**config.mk**
```make
export PLATFORM = sky130hd
export DESIGN_NAME = cpuTop
export DESIGN_NICKNAME = d
export VERILOG_FILES = /design/src/source/cpuPkg.sv /design/src/source/apbBusMaster.sv /design/src/source/controlUnit.sv /design/src/source/regFile.sv /design/src/source/alu.sv /design/src/source/dataPath.sv /design/src/source/cpuTop.sv
export VERILOG_INCLUDE_DIRS = /design/src /design/src/source
export SDC_FILE = /design/constraint.sdc
export NUM_CORES = 2
export LEC_CHECK = 0
export BUFFER_PORTS_ARGS = -buffer_cell sky130_fd_sc_hd__buf_2
export CAP_MARGIN = 10
export CORE_ASPECT_RATIO = 1.25
export CORE_MARGIN = 3
export CORE_UTILIZATION = 45
export DETAILED_ROUTE_END_ITERATION = 10
export SYNTH_ARGS = -nofsm -noshare
export SYNTH_HDL_FRONTEND = slang
export SYNTH_HIERARCHICAL = 1
export SYNTH_SLANG_ARGS = --single-unit
```
**constraint.sdc**
```tcl
create_clock -name Clk -period 6.85 [get_ports Clk]
set_input_delay 1.37 -clock Clk [delete_from_list [all_inputs] [get_ports Clk]]
set_output_delay 1.37 -clock Clk [all_outputs]
set_load 0.01 [all_outputs]
```
**src/source/cpuDefs.svh**
```systemverilog
`ifndef CPU_DEFS_SVH
`define CPU_DEFS_SVH

// Machine word and register file size
`define DATA_WIDTH 32
`define REG_COUNT 32

// First fetch address, NPC starts one word later
`define RESET_PC 32'h0000_0000

// Top bit of each instruction field
`define OP_HI 31
`define OP3_HI 24
`define RD_HI 29
`define RS1_HI 18
`define I_BIT 13
`define COND_HI 28
`define ANNUL_BIT 29

`endif

```
**src/source/cpuPkg.sv**
```systemverilog
package cpuPkg;

	// ALU operations
	typedef enum logic [3:0] {
		ALU_ADD,
		ALU_SUB,
		ALU_AND,
		ALU_OR,
		ALU_XOR,
		ALU_PASSB
	} aluOpT;

	// ALU A operand source
	typedef enum logic [1:0] {
		A_RS1,
		A_PC,
		A_NPC
	} aluASelT;

	// ALU B operand source
	typedef enum logic [2:0] {
		B_RS2,
		B_SIMM13,
		B_SETHI,
		B_DISP,
		B_FOUR
	} aluBSelT;

	typedef enum logic {
		PC_FROM_NPC,
		PC_FROM_ALU
	} pcSrcT;

	typedef enum logic [1:0] {
		BUS_FETCH,
		BUS_LOAD,
		BUS_STORE
	} busOpT;

	// Control sequencer states
	typedef enum logic [4:0] {
		S_RESET,
		S_FETCH,
		S_FETCH_WAIT,
		S_DECODE,
		S_ALU_EXEC,
		S_ALU_WB,
		S_ADDR,
		S_LD_REQ,
		S_LD_WAIT,
		S_LD_WB,
		S_ST_REQ,
		S_ST_WAIT,
		S_BRANCH,
		S_BR_UPD,
		S_NEXT_PC,
		S_HALT
	} ctrlStateT;

	// Integer condition codes
	typedef struct packed {
		logic n;
		logic z;
		logic v;
		logic c;
	} iccT;

endpackage

```
**src/source/apbBusMaster.sv**
```systemverilog
`include "cpuDefs.svh"

module apbBusMaster
	import cpuPkg::*;
(
	input logic Clk,
	input logic RESET,
	input logic memReq,
	input busOpT memOp,
	input logic [`DATA_WIDTH-1:0] memAddr,
	input logic [`DATA_WIDTH-1:0] memWdata,
	output logic [`DATA_WIDTH-1:0] memRdata,
	output logic memDone,
	output logic [`DATA_WIDTH-1:0] paddr,
	output logic [`DATA_WIDTH-1:0] pwdata,
	output logic pwrite,
	output logic psel,
	output logic penable,
	input logic [`DATA_WIDTH-1:0] prdata,
	input logic pready
);

	typedef enum logic [1:0] {
		IDLE,
		SETUP,
		ACCESS
	} apbStateT;

	apbStateT state;
	logic acceptReq;

	assign acceptReq = memReq && (state == IDLE);

	always_ff @(posedge Clk)
	begin
		if (RESET)
		begin
			state <= IDLE;
			pwrite <= 1'b0;
		end
		else
		begin
			case (state)
				IDLE:
				begin
					if (memReq)
						state <= SETUP;
				end
				SETUP:
					state <= ACCESS;
				// Held here for as long as the slave stalls
				ACCESS:
				begin
					if (pready)
						state <= IDLE;
				end
				default:
					state <= IDLE;
			endcase
			if (acceptReq)
				pwrite <= (memOp == BUS_STORE);
		end
	end

	// Latched at the request, stable until completion
	always_ff @(posedge Clk)
	begin
		if (acceptReq)
		begin
			paddr <= memAddr;
			pwdata <= memWdata;
		end
	end

	assign psel = (state != IDLE);
	assign penable = (state == ACCESS);

	// Completion cycle, read data passed straight through
	assign memDone = (state == ACCESS) && pready;
	assign memRdata = prdata;

	assert property (@(posedge Clk) disable iff (RESET) penable |-> psel);

	assert property (@(posedge Clk) disable iff (RESET)
		psel && !(penable && pready) |=> psel && $stable(paddr));

endmodule

```
**src/source/controlUnit.sv**
```systemverilog
`include "cpuDefs.svh"

module controlUnit
	import cpuPkg::*;
(
	input logic Clk,
	input logic RESET,
	input logic [`DATA_WIDTH-1:0] ir,
	input logic branchTaken,
	input logic memDone,
	output logic pcLoad,
	output logic npcLoad,
	output logic irLoad,
	output logic marLoad,
	output logic mdrLoad,
	output logic iccLoad,
	output logic regWrite,
	output logic memReq,
	output aluOpT aluOp,
	output aluASelT aluASel,
	output aluBSelT aluBSel,
	output pcSrcT pcSrc,
	output busOpT memOp,
	output logic halted
);

	ctrlStateT state;
	ctrlStateT nextState;

	logic [1:0] op;
	logic [2:0] op2;
	logic [5:0] op3;
	logic [3:0] cond;
	logic validArith;
	logic validBranch;
	aluOpT decodedOp;
	aluOpT arithOp;
	aluBSelT regOrImm;

	assign op = ir[`OP_HI -: 2];
	assign op2 = ir[`OP3_HI -: 3];
	assign op3 = ir[`OP3_HI -: 6];
	assign cond = ir[`COND_HI -: 4];

	// Only BN, BE, BA and BNE without annul
	assign validBranch = !ir[`ANNUL_BIT] && (cond[2:1] == 2'b00);

	assign regOrImm = ir[`I_BIT] ? B_SIMM13 : B_RS2;

	// op3 bit 4 marks the cc form, bits 2:0 the operation
	always_comb
	begin
		validArith = !op3[5] && !op3[3];
		case (op3[2:0])
			3'b000: decodedOp = ALU_ADD;
			3'b001: decodedOp = ALU_AND;
			3'b010: decodedOp = ALU_OR;
			3'b011: decodedOp = ALU_XOR;
			3'b100: decodedOp = ALU_SUB;
			default:
			begin
				decodedOp = ALU_ADD;
				validArith = 1'b0;
			end
		endcase
	end

	// SETHI just passes its immediate through
	assign arithOp = (op == 2'b00) ? ALU_PASSB : decodedOp;

	always_ff @(posedge Clk)
	begin
		if (RESET)
			state <= S_RESET;
		else
			state <= nextState;
	end

	always_comb
	begin
		nextState = state;
		pcLoad = 1'b0;
		npcLoad = 1'b0;
		irLoad = 1'b0;
		marLoad = 1'b0;
		mdrLoad = 1'b0;
		iccLoad = 1'b0;
		regWrite = 1'b0;
		memReq = 1'b0;
		memOp = BUS_FETCH;
		aluOp = ALU_ADD;
		aluASel = A_RS1;
		aluBSel = B_RS2;
		pcSrc = PC_FROM_NPC;

		case (state)
			S_RESET:
				nextState = S_FETCH;
			S_FETCH:
			begin
				memReq = 1'b1;
				nextState = S_FETCH_WAIT;
			end
			S_FETCH_WAIT:
			begin
				if (memDone)
				begin
					irLoad = 1'b1;
					nextState = S_DECODE;
				end
			end
			S_DECODE:
			begin
				case (op)
					2'b00:
					begin
						if (op2 == 3'b100)
							nextState = S_ALU_EXEC;
						else if (op2 == 3'b010 && validBranch)
							nextState = S_BRANCH;
						else
							nextState = S_HALT;
					end
					2'b10:
						nextState = validArith ? S_ALU_EXEC : S_HALT;
					// Word LD and ST only
					2'b11:
					begin
						if (op3 == 6'b000000 || op3 == 6'b000100)
							nextState = S_ADDR;
						else
							nextState = S_HALT;
					end
					default:
						nextState = S_HALT;
				endcase
			end
			// Operands settle before the write
			S_ALU_EXEC:
			begin
				aluOp = arithOp;
				aluBSel = (op == 2'b00) ? B_SETHI : regOrImm;
				nextState = S_ALU_WB;
			end
			S_ALU_WB:
			begin
				aluOp = arithOp;
				aluBSel = (op == 2'b00) ? B_SETHI : regOrImm;
				regWrite = 1'b1;
				iccLoad = (op == 2'b10) && op3[4];
				nextState = S_NEXT_PC;
			end
			// Effective address rs1 + rs2 or simm13
			S_ADDR:
			begin
				aluBSel = regOrImm;
				marLoad = 1'b1;
				nextState = op3[2] ? S_ST_REQ : S_LD_REQ;
			end
			S_LD_REQ:
			begin
				memReq = 1'b1;
				memOp = BUS_LOAD;
				nextState = S_LD_WAIT;
			end
			S_LD_WAIT:
			begin
				memOp = BUS_LOAD;
				if (memDone)
				begin
					mdrLoad = 1'b1;
					nextState = S_LD_WB;
				end
			end
			S_LD_WB:
			begin
				regWrite = 1'b1;
				nextState = S_NEXT_PC;
			end
			S_ST_REQ:
			begin
				memReq = 1'b1;
				memOp = BUS_STORE;
				nextState = S_ST_WAIT;
			end
			S_ST_WAIT:
			begin
				memOp = BUS_STORE;
				if (memDone)
					nextState = S_NEXT_PC;
			end
			// NPC gets PC + disp when taken, NPC + 4 otherwise
			S_BRANCH:
			begin
				aluASel = branchTaken ? A_PC : A_NPC;
				aluBSel = branchTaken ? B_DISP : B_FOUR;
				nextState = S_BR_UPD;
			end
			S_BR_UPD:
			begin
				aluASel = branchTaken ? A_PC : A_NPC;
				aluBSel = branchTaken ? B_DISP : B_FOUR;
				pcLoad = 1'b1;
				npcLoad = 1'b1;
				nextState = S_FETCH;
			end
			// PC <- NPC, NPC <- NPC + 4
			S_NEXT_PC:
			begin
				aluASel = A_NPC;
				aluBSel = B_FOUR;
				pcLoad = 1'b1;
				npcLoad = 1'b1;
				nextState = S_FETCH;
			end
			S_HALT:
				nextState = S_HALT;
			default:
				nextState = S_HALT;
		endcase
	end

	assign halted = (state == S_HALT);

	assert property (@(posedge Clk) disable iff (RESET) !(pcLoad && irLoad));

endmodule

```
**src/source/regFile.sv**
```systemverilog
`include "cpuDefs.svh"

module regFile
	import cpuPkg::*;
(
	input logic Clk,
	input logic RESET,
	input logic [4:0] rs1Addr,
	input logic [4:0] rs2Addr,
	input logic [4:0] rdAddr,
	input logic writeEn,
	input logic [`DATA_WIDTH-1:0] writeData,
	output logic [`DATA_WIDTH-1:0] rs1Data,
	output logic [`DATA_WIDTH-1:0] rs2Data,
	output logic [`DATA_WIDTH-1:0] rdData
);

	logic [`DATA_WIDTH-1:0] regs [`REG_COUNT];

	// Writes to r0 are dropped, none while in reset
	always_ff @(posedge Clk)
	begin
		if (writeEn && !RESET && rdAddr != 5'd0)
			regs[rdAddr] <= writeData;
	end

	// r0 reads as zero
	assign rs1Data = (rs1Addr == 5'd0) ? '0 : regs[rs1Addr];
	assign rs2Data = (rs2Addr == 5'd0) ? '0 : regs[rs2Addr];

	// Store data port
	assign rdData = (rdAddr == 5'd0) ? '0 : regs[rdAddr];

endmodule

```
**src/source/alu.sv**
```systemverilog
`include "cpuDefs.svh"

module alu
	import cpuPkg::*;
(
	input logic [`DATA_WIDTH-1:0] a,
	input logic [`DATA_WIDTH-1:0] b,
	input aluOpT aluOp,
	output logic [`DATA_WIDTH-1:0] result,
	output iccT flags
);

	logic [`DATA_WIDTH:0] sum;
	logic [`DATA_WIDTH:0] diff;

	// Extra top bit holds carry or borrow
	assign sum = {1'b0, a} + {1'b0, b};
	assign diff = {1'b0, a} - {1'b0, b};

	always_comb
	begin
		flags.v = 1'b0;
		flags.c = 1'b0;
		case (aluOp)
			ALU_ADD:
			begin
				result = sum[`DATA_WIDTH-1:0];
				flags.c = sum[`DATA_WIDTH];
				flags.v = (a[`DATA_WIDTH-1] == b[`DATA_WIDTH-1])
					&& (result[`DATA_WIDTH-1] != a[`DATA_WIDTH-1]);
			end
			// C is the borrow, set when a < b unsigned
			ALU_SUB:
			begin
				result = diff[`DATA_WIDTH-1:0];
				flags.c = diff[`DATA_WIDTH];
				flags.v = (a[`DATA_WIDTH-1] != b[`DATA_WIDTH-1])
					&& (result[`DATA_WIDTH-1] != a[`DATA_WIDTH-1]);
			end
			ALU_AND:
				result = a & b;
			ALU_OR:
				result = a | b;
			ALU_XOR:
				result = a ^ b;
			ALU_PASSB:
				result = b;
			default:
				result = '0;
		endcase
		flags.n = result[`DATA_WIDTH-1];
		flags.z = (result == '0);
	end

endmodule

```
**src/source/dataPath.sv**
```systemverilog
`include "cpuDefs.svh"

module dataPath
	import cpuPkg::*;
(
	input logic Clk,
	input logic RESET,
	input logic pcLoad,
	input logic npcLoad,
	input logic irLoad,
	input logic marLoad,
	input logic mdrLoad,
	input logic iccLoad,
	input logic regWrite,
	input aluOpT aluOp,
	input aluASelT aluASel,
	input aluBSelT aluBSel,
	input pcSrcT pcSrc,
	input busOpT memOp,
	input logic [`DATA_WIDTH-1:0] memRdata,
	output logic [`DATA_WIDTH-1:0] ir,
	output logic branchTaken,
	output logic [`DATA_WIDTH-1:0] memAddr,
	output logic [`DATA_WIDTH-1:0] memWdata
);

	logic [`DATA_WIDTH-1:0] pc;
	logic [`DATA_WIDTH-1:0] npc;
	logic [`DATA_WIDTH-1:0] mar;
	logic [`DATA_WIDTH-1:0] mdr;
	iccT icc;
	iccT aluFlags;
	logic [`DATA_WIDTH-1:0] rs1Data;
	logic [`DATA_WIDTH-1:0] rs2Data;
	logic [`DATA_WIDTH-1:0] aluA;
	logic [`DATA_WIDTH-1:0] aluB;
	logic [`DATA_WIDTH-1:0] aluResult;
	logic [`DATA_WIDTH-1:0] writeData;
	logic [`DATA_WIDTH-1:0] simm13;
	logic [`DATA_WIDTH-1:0] sethiImm;
	logic [`DATA_WIDTH-1:0] dispWord;

	assign simm13 = {{19{ir[12]}}, ir[12:0]};
	assign sethiImm = {ir[21:0], 10'b0};
	// disp22 counts words
	assign dispWord = {{8{ir[21]}}, ir[21:0], 2'b00};

	always_ff @(posedge Clk)
	begin
		if (RESET)
		begin
			pc <= `RESET_PC;
			npc <= `RESET_PC + 4;
			ir <= '0;
			icc <= '0;
		end
		else
		begin
			if (pcLoad)
				pc <= (pcSrc == PC_FROM_ALU) ? aluResult : npc;
			if (npcLoad)
				npc <= aluResult;
			if (irLoad)
				ir <= memRdata;
			if (iccLoad)
				icc <= aluFlags;
		end
	end

	always_ff @(posedge Clk)
	begin
		if (marLoad)
			mar <= aluResult;
		if (mdrLoad)
			mdr <= memRdata;
	end

	always_comb
	begin
		case (aluASel)
			A_PC: aluA = pc;
			A_NPC: aluA = npc;
			default: aluA = rs1Data;
		endcase
		case (aluBSel)
			B_SIMM13: aluB = simm13;
			B_SETHI: aluB = sethiImm;
			B_DISP: aluB = dispWord;
			B_FOUR: aluB = 32'd4;
			default: aluB = rs2Data;
		endcase
	end

	// BN falls in the default and never branches
	always_comb
	begin
		case (ir[`COND_HI -: 4])
			4'b0001: branchTaken = icc.z;
			4'b1000: branchTaken = 1'b1;
			4'b1001: branchTaken = !icc.z;
			default: branchTaken = 1'b0;
		endcase
	end

	// Loads write back from MDR
	assign writeData = (ir[`OP_HI -: 2] == 2'b11) ? mdr : aluResult;

	assign memAddr = (memOp == BUS_FETCH) ? pc : mar;

	regFile regs (
		.Clk(Clk),
		.RESET(RESET),
		.rs1Addr(ir[`RS1_HI -: 5]),
		.rs2Addr(ir[4:0]),
		.rdAddr(ir[`RD_HI -: 5]),
		.writeEn(regWrite),
		.writeData(writeData),
		.rs1Data(rs1Data),
		.rs2Data(rs2Data),
		.rdData(memWdata)
	);

	alu aluUnit (
		.a(aluA),
		.b(aluB),
		.aluOp(aluOp),
		.result(aluResult),
		.flags(aluFlags)
	);

endmodule

```
**src/source/cpuTop.sv**
```systemverilog
`include "cpuDefs.svh"

module cpuTop
	import cpuPkg::*;
(
	input logic Clk,
	input logic RESET,
	output logic [`DATA_WIDTH-1:0] paddr,
	output logic [`DATA_WIDTH-1:0] pwdata,
	output logic pwrite,
	output logic psel,
	output logic penable,
	input logic [`DATA_WIDTH-1:0] prdata,
	input logic pready,
	output logic halted
);

	logic memReq;
	logic memDone;
	busOpT memOp;
	logic [`DATA_WIDTH-1:0] memAddr;
	logic [`DATA_WIDTH-1:0] memWdata;
	logic [`DATA_WIDTH-1:0] memRdata;
	logic [`DATA_WIDTH-1:0] ir;
	logic branchTaken;
	logic pcLoad;
	logic npcLoad;
	logic irLoad;
	logic marLoad;
	logic mdrLoad;
	logic iccLoad;
	logic regWrite;
	aluOpT aluOp;
	aluASelT aluASel;
	aluBSelT aluBSel;
	pcSrcT pcSrc;

	apbBusMaster bus (
		.Clk(Clk),
		.RESET(RESET),
		.memReq(memReq),
		.memOp(memOp),
		.memAddr(memAddr),
		.memWdata(memWdata),
		.memRdata(memRdata),
		.memDone(memDone),
		.paddr(paddr),
		.pwdata(pwdata),
		.pwrite(pwrite),
		.psel(psel),
		.penable(penable),
		.prdata(prdata),
		.pready(pready)
	);

	controlUnit ctrl (
		.Clk(Clk),
		.RESET(RESET),
		.ir(ir),
		.branchTaken(branchTaken),
		.memDone(memDone),
		.pcLoad(pcLoad),
		.npcLoad(npcLoad),
		.irLoad(irLoad),
		.marLoad(marLoad),
		.mdrLoad(mdrLoad),
		.iccLoad(iccLoad),
		.regWrite(regWrite),
		.memReq(memReq),
		.aluOp(aluOp),
		.aluASel(aluASel),
		.aluBSel(aluBSel),
		.pcSrc(pcSrc),
		.memOp(memOp),
		.halted(halted)
	);

	dataPath dp (
		.Clk(Clk),
		.RESET(RESET),
		.pcLoad(pcLoad),
		.npcLoad(npcLoad),
		.irLoad(irLoad),
		.marLoad(marLoad),
		.mdrLoad(mdrLoad),
		.iccLoad(iccLoad),
		.regWrite(regWrite),
		.aluOp(aluOp),
		.aluASel(aluASel),
		.aluBSel(aluBSel),
		.pcSrc(pcSrc),
		.memOp(memOp),
		.memRdata(memRdata),
		.ir(ir),
		.branchTaken(branchTaken),
		.memAddr(memAddr),
		.memWdata(memWdata)
	);

endmodule

```
==> results by group <==
Run status
  • Status: completed

Floorplanning
  • Initial Util: 0.456
  • IO Pins: 103
  • Die Span X: 364 um
  • Placeable Area: 159,000 um2
  • Die area: 165,000 um2
  • Row Count: 163
  • Die H: 454 um

Synthesis
  • Syn_area_per_cell: 15.2 um2
  • Ys Warns: 6
  • Synthesized area: 72,300 um2
  • Syn Inst Count: 4,770

Routing
  • Vias: 51,700
  • Post-DRT Antenna Nets: 0
  • Routed wire length: roughly 270,000 um
  • Wire per inst: between 30 and 40 um
  • Remaining DRCs: 0
  • Vias per inst: 7.11
  • DRT Pass-1 Iters: 6
  • DRT iter0 DRCs: 7,830

STA
  • Slew HR: 0.129
  • Clock skew: around 0.044 ns
  • Final hold violations: 0
  • Slew @ Worst Pin: 1.30 ns
  • Max Fclk: 0.148 GHz
  • Slew Limit Fails: 0
  • TNS Setup: 0 ns
  • Final worst slack: 0.0949 ns
  • Final setup fails: 0
  • Fin crit share: 0.986
  • Post-layout min period: 6.76 ns

Critical path
  • CP Max Fanout: 32
  • Worst path top cell family by delay: compound AO/OA/AOI/OAI gates
  • Worst path most repeated cell: buf_4
  • Worst path slowest cell: a222oi_1
  • CP required: 7.39 ns
  • Crit path kind: reg -> reg
  • CP Launch Type: flip-flop
  • Slowest cell delay on critical path: 0.67 ns
  • Arr. time, crit path: around 7.3 ns
  • Crit. End Element: flip-flop
  • Critical path cell sequence: or2_2 -> buf_4 -> buf_4 -> a211oi_1 -> a311oi_2 -> buf_4 -> nor2b_1 -> o22ai_1 -> a222oi_1 -> inv_1 -> ha_1 -> buf_4 -> a21o_1 -> a21oi_1 -> o21bai_1 -> o2bb2ai_1 -> o41ai_2 -> o21bai_1 -> and4_4 -> a2111oi_4 -> o21ai_1 -> or2_2 -> mux2_2 -> buf_12
  • WP buf/inv: 6

GRT
  • Vias in the first global route: a little over 50,000
  • Met2 GRT Util: 0.515
  • Met1 Track Usage GR: 0.402
  • First-pass GRT wire length: 379,000 um
  • Global route overflow: 0
  • Total track usage: 0.326
  • Largest net degree at the start of global routing: 124
  • Met3 usage: 0.0854
  • GR peak layer: met2
  • Initial antenna violation count: 8

Pwr
  • Leakage power: 26.3 nW
  • Cell Pwr Density: ~270 nW/um2
  • VDD IR max: 218 uV

Clocking
  • CTS Buf Count: around 130
  • Clk_lat worst skew: 0.81 ns
  • CTS root buffer: clkbuf_16
  • Clock sink count: approximately 1,300
  • CTS tree: yes
  • Reg clk slew, reported paths: 0.06 ns
  • CTS HTree Levels: 4
  • CTS max path bufs: 3
  • Hold-fix buffers at CTS: 0

Final layout
  • Layout cells sized above 1: 0.353
  • Area Growth Syn to Fin: 14.5%
  • Layout filler cell count: roughly 13,000
  • Nets: 5,249
  • Post-route cell area: 82,700 um2

Flow run
  • Max_cap viols: 0

Hold path
  • Hold Path Class: reg -> reg

Placement
  • Post-DP Area: approximately 78,000 um2
  • PortBufs: 102
  • GPL Wtd Cong: 0.981
  • Setup Slack @ Placement: -0.368 ns
  • DP HPWL: around 180,000 um
## timing repair
| item | 4_1_cts | 5_1_grt |
|---|---|---|
| cloned | 0 | 2 |
| pin swaps | 1 | 3 |
| resized for setup | 1 | 12 |
| buffers inserted | 1 | 5 |
| endpoints found under the setup margin | 327 | 228 |
## per-layer routing
layer | part of all wire | wire, um
met1 | 0.34 | 93400
met4 | 0.073 | 20000
met5 | 0.00012 | 33
met3 | 0.12 | 33000
met2 | 0.46 | 127000
## worst min-delay path, cell delays in order, from the launching register on
cell	delay [ns]
dfxtp_1	0.30
nand2b_1	0.06
mux2i_1	0.06
## sequential cells by signal (all words and copies together), names as in the netlist
| signal | count |
|---|---|
| bus/paddr | 32 |
| dp/icc | 1 |
| dp/npc | 32 |
| ctrl/state | 4 |
| dp/ir | 32 |
| dp/regs/regs | 1024 |
| dp/pc | 32 |
| bus/pwrite | 1 |
| dp/mar | 32 |
| bus/state | 2 |
| bus/pwdata | 32 |
| dp/mdr | 32 |
## stage by stage
step	instances	total power [W]	utilization	hold slack [ns]
2_1_floorplan	4802	0.0123	-	0.460
3_3_place_gp	7026	0.0145	0.491	0.470
3_5_place_dp	7026	0.0145	0.491	0.462
4_1_cts	7270	0.0222	0.520	0.478
5_1_grt	7277	0.0230	0.521	0.528
6_report	7279	0.0222	0.521	0.474
## power by group
group	internal, W	leakage [nW]	switching [W]
Sequential	0.00934	11.8	0.000122
Clock	0.00456	2.25	0.00319
Combinational	0.00190	12.2	0.00312
## final cells by class
type / count / area [um2] / share of cell area
repair buffers: 620 / 5260 / 0.0635
clock buffers: 165 / 3650 / 0.0441
well taps: 2062 / 2580 / 0.0312
clock inverters: 78 / 982 / 0.0119
inverters: 127 / 482 / 0.00582
multi-input cells: 2969 / 33100 / 0.400
diodes: 2 / 5.00 / 0.0000605
flip-flops and latches: 1256 / 36700 / 0.444
## path summary, 6_finish.rpt
path              cells after the start                  end  slack, ns  startpoint
setup reg to reg                     24  dp/regs/regs[1][30]       0.09    dp/ir[3]
hold / removal                        2           bus/pwrite       0.47  bus/pwrite
setup / recovery                     24  dp/regs/regs[1][30]       0.09    dp/ir[3]
hold reg to reg                       2           bus/pwrite       0.47  bus/pwrite
## cells in the final DEF, fill, tap and decap left out, types with 94 or more instances in the layout
cell type and instances:
buf_4 451, o21ai_0 150, mux2_2 127, edfxtp_1 1152
a211oi_1 109, mux4_2 704, a22oi_1 176, ha_1 104
clkbuf_16 143, nor2b_1 94, buf_2 101, inv_1 116
mux2i_1 239, nor2_1 180, nand2_1 176
(Power assumes the default switching activity.)
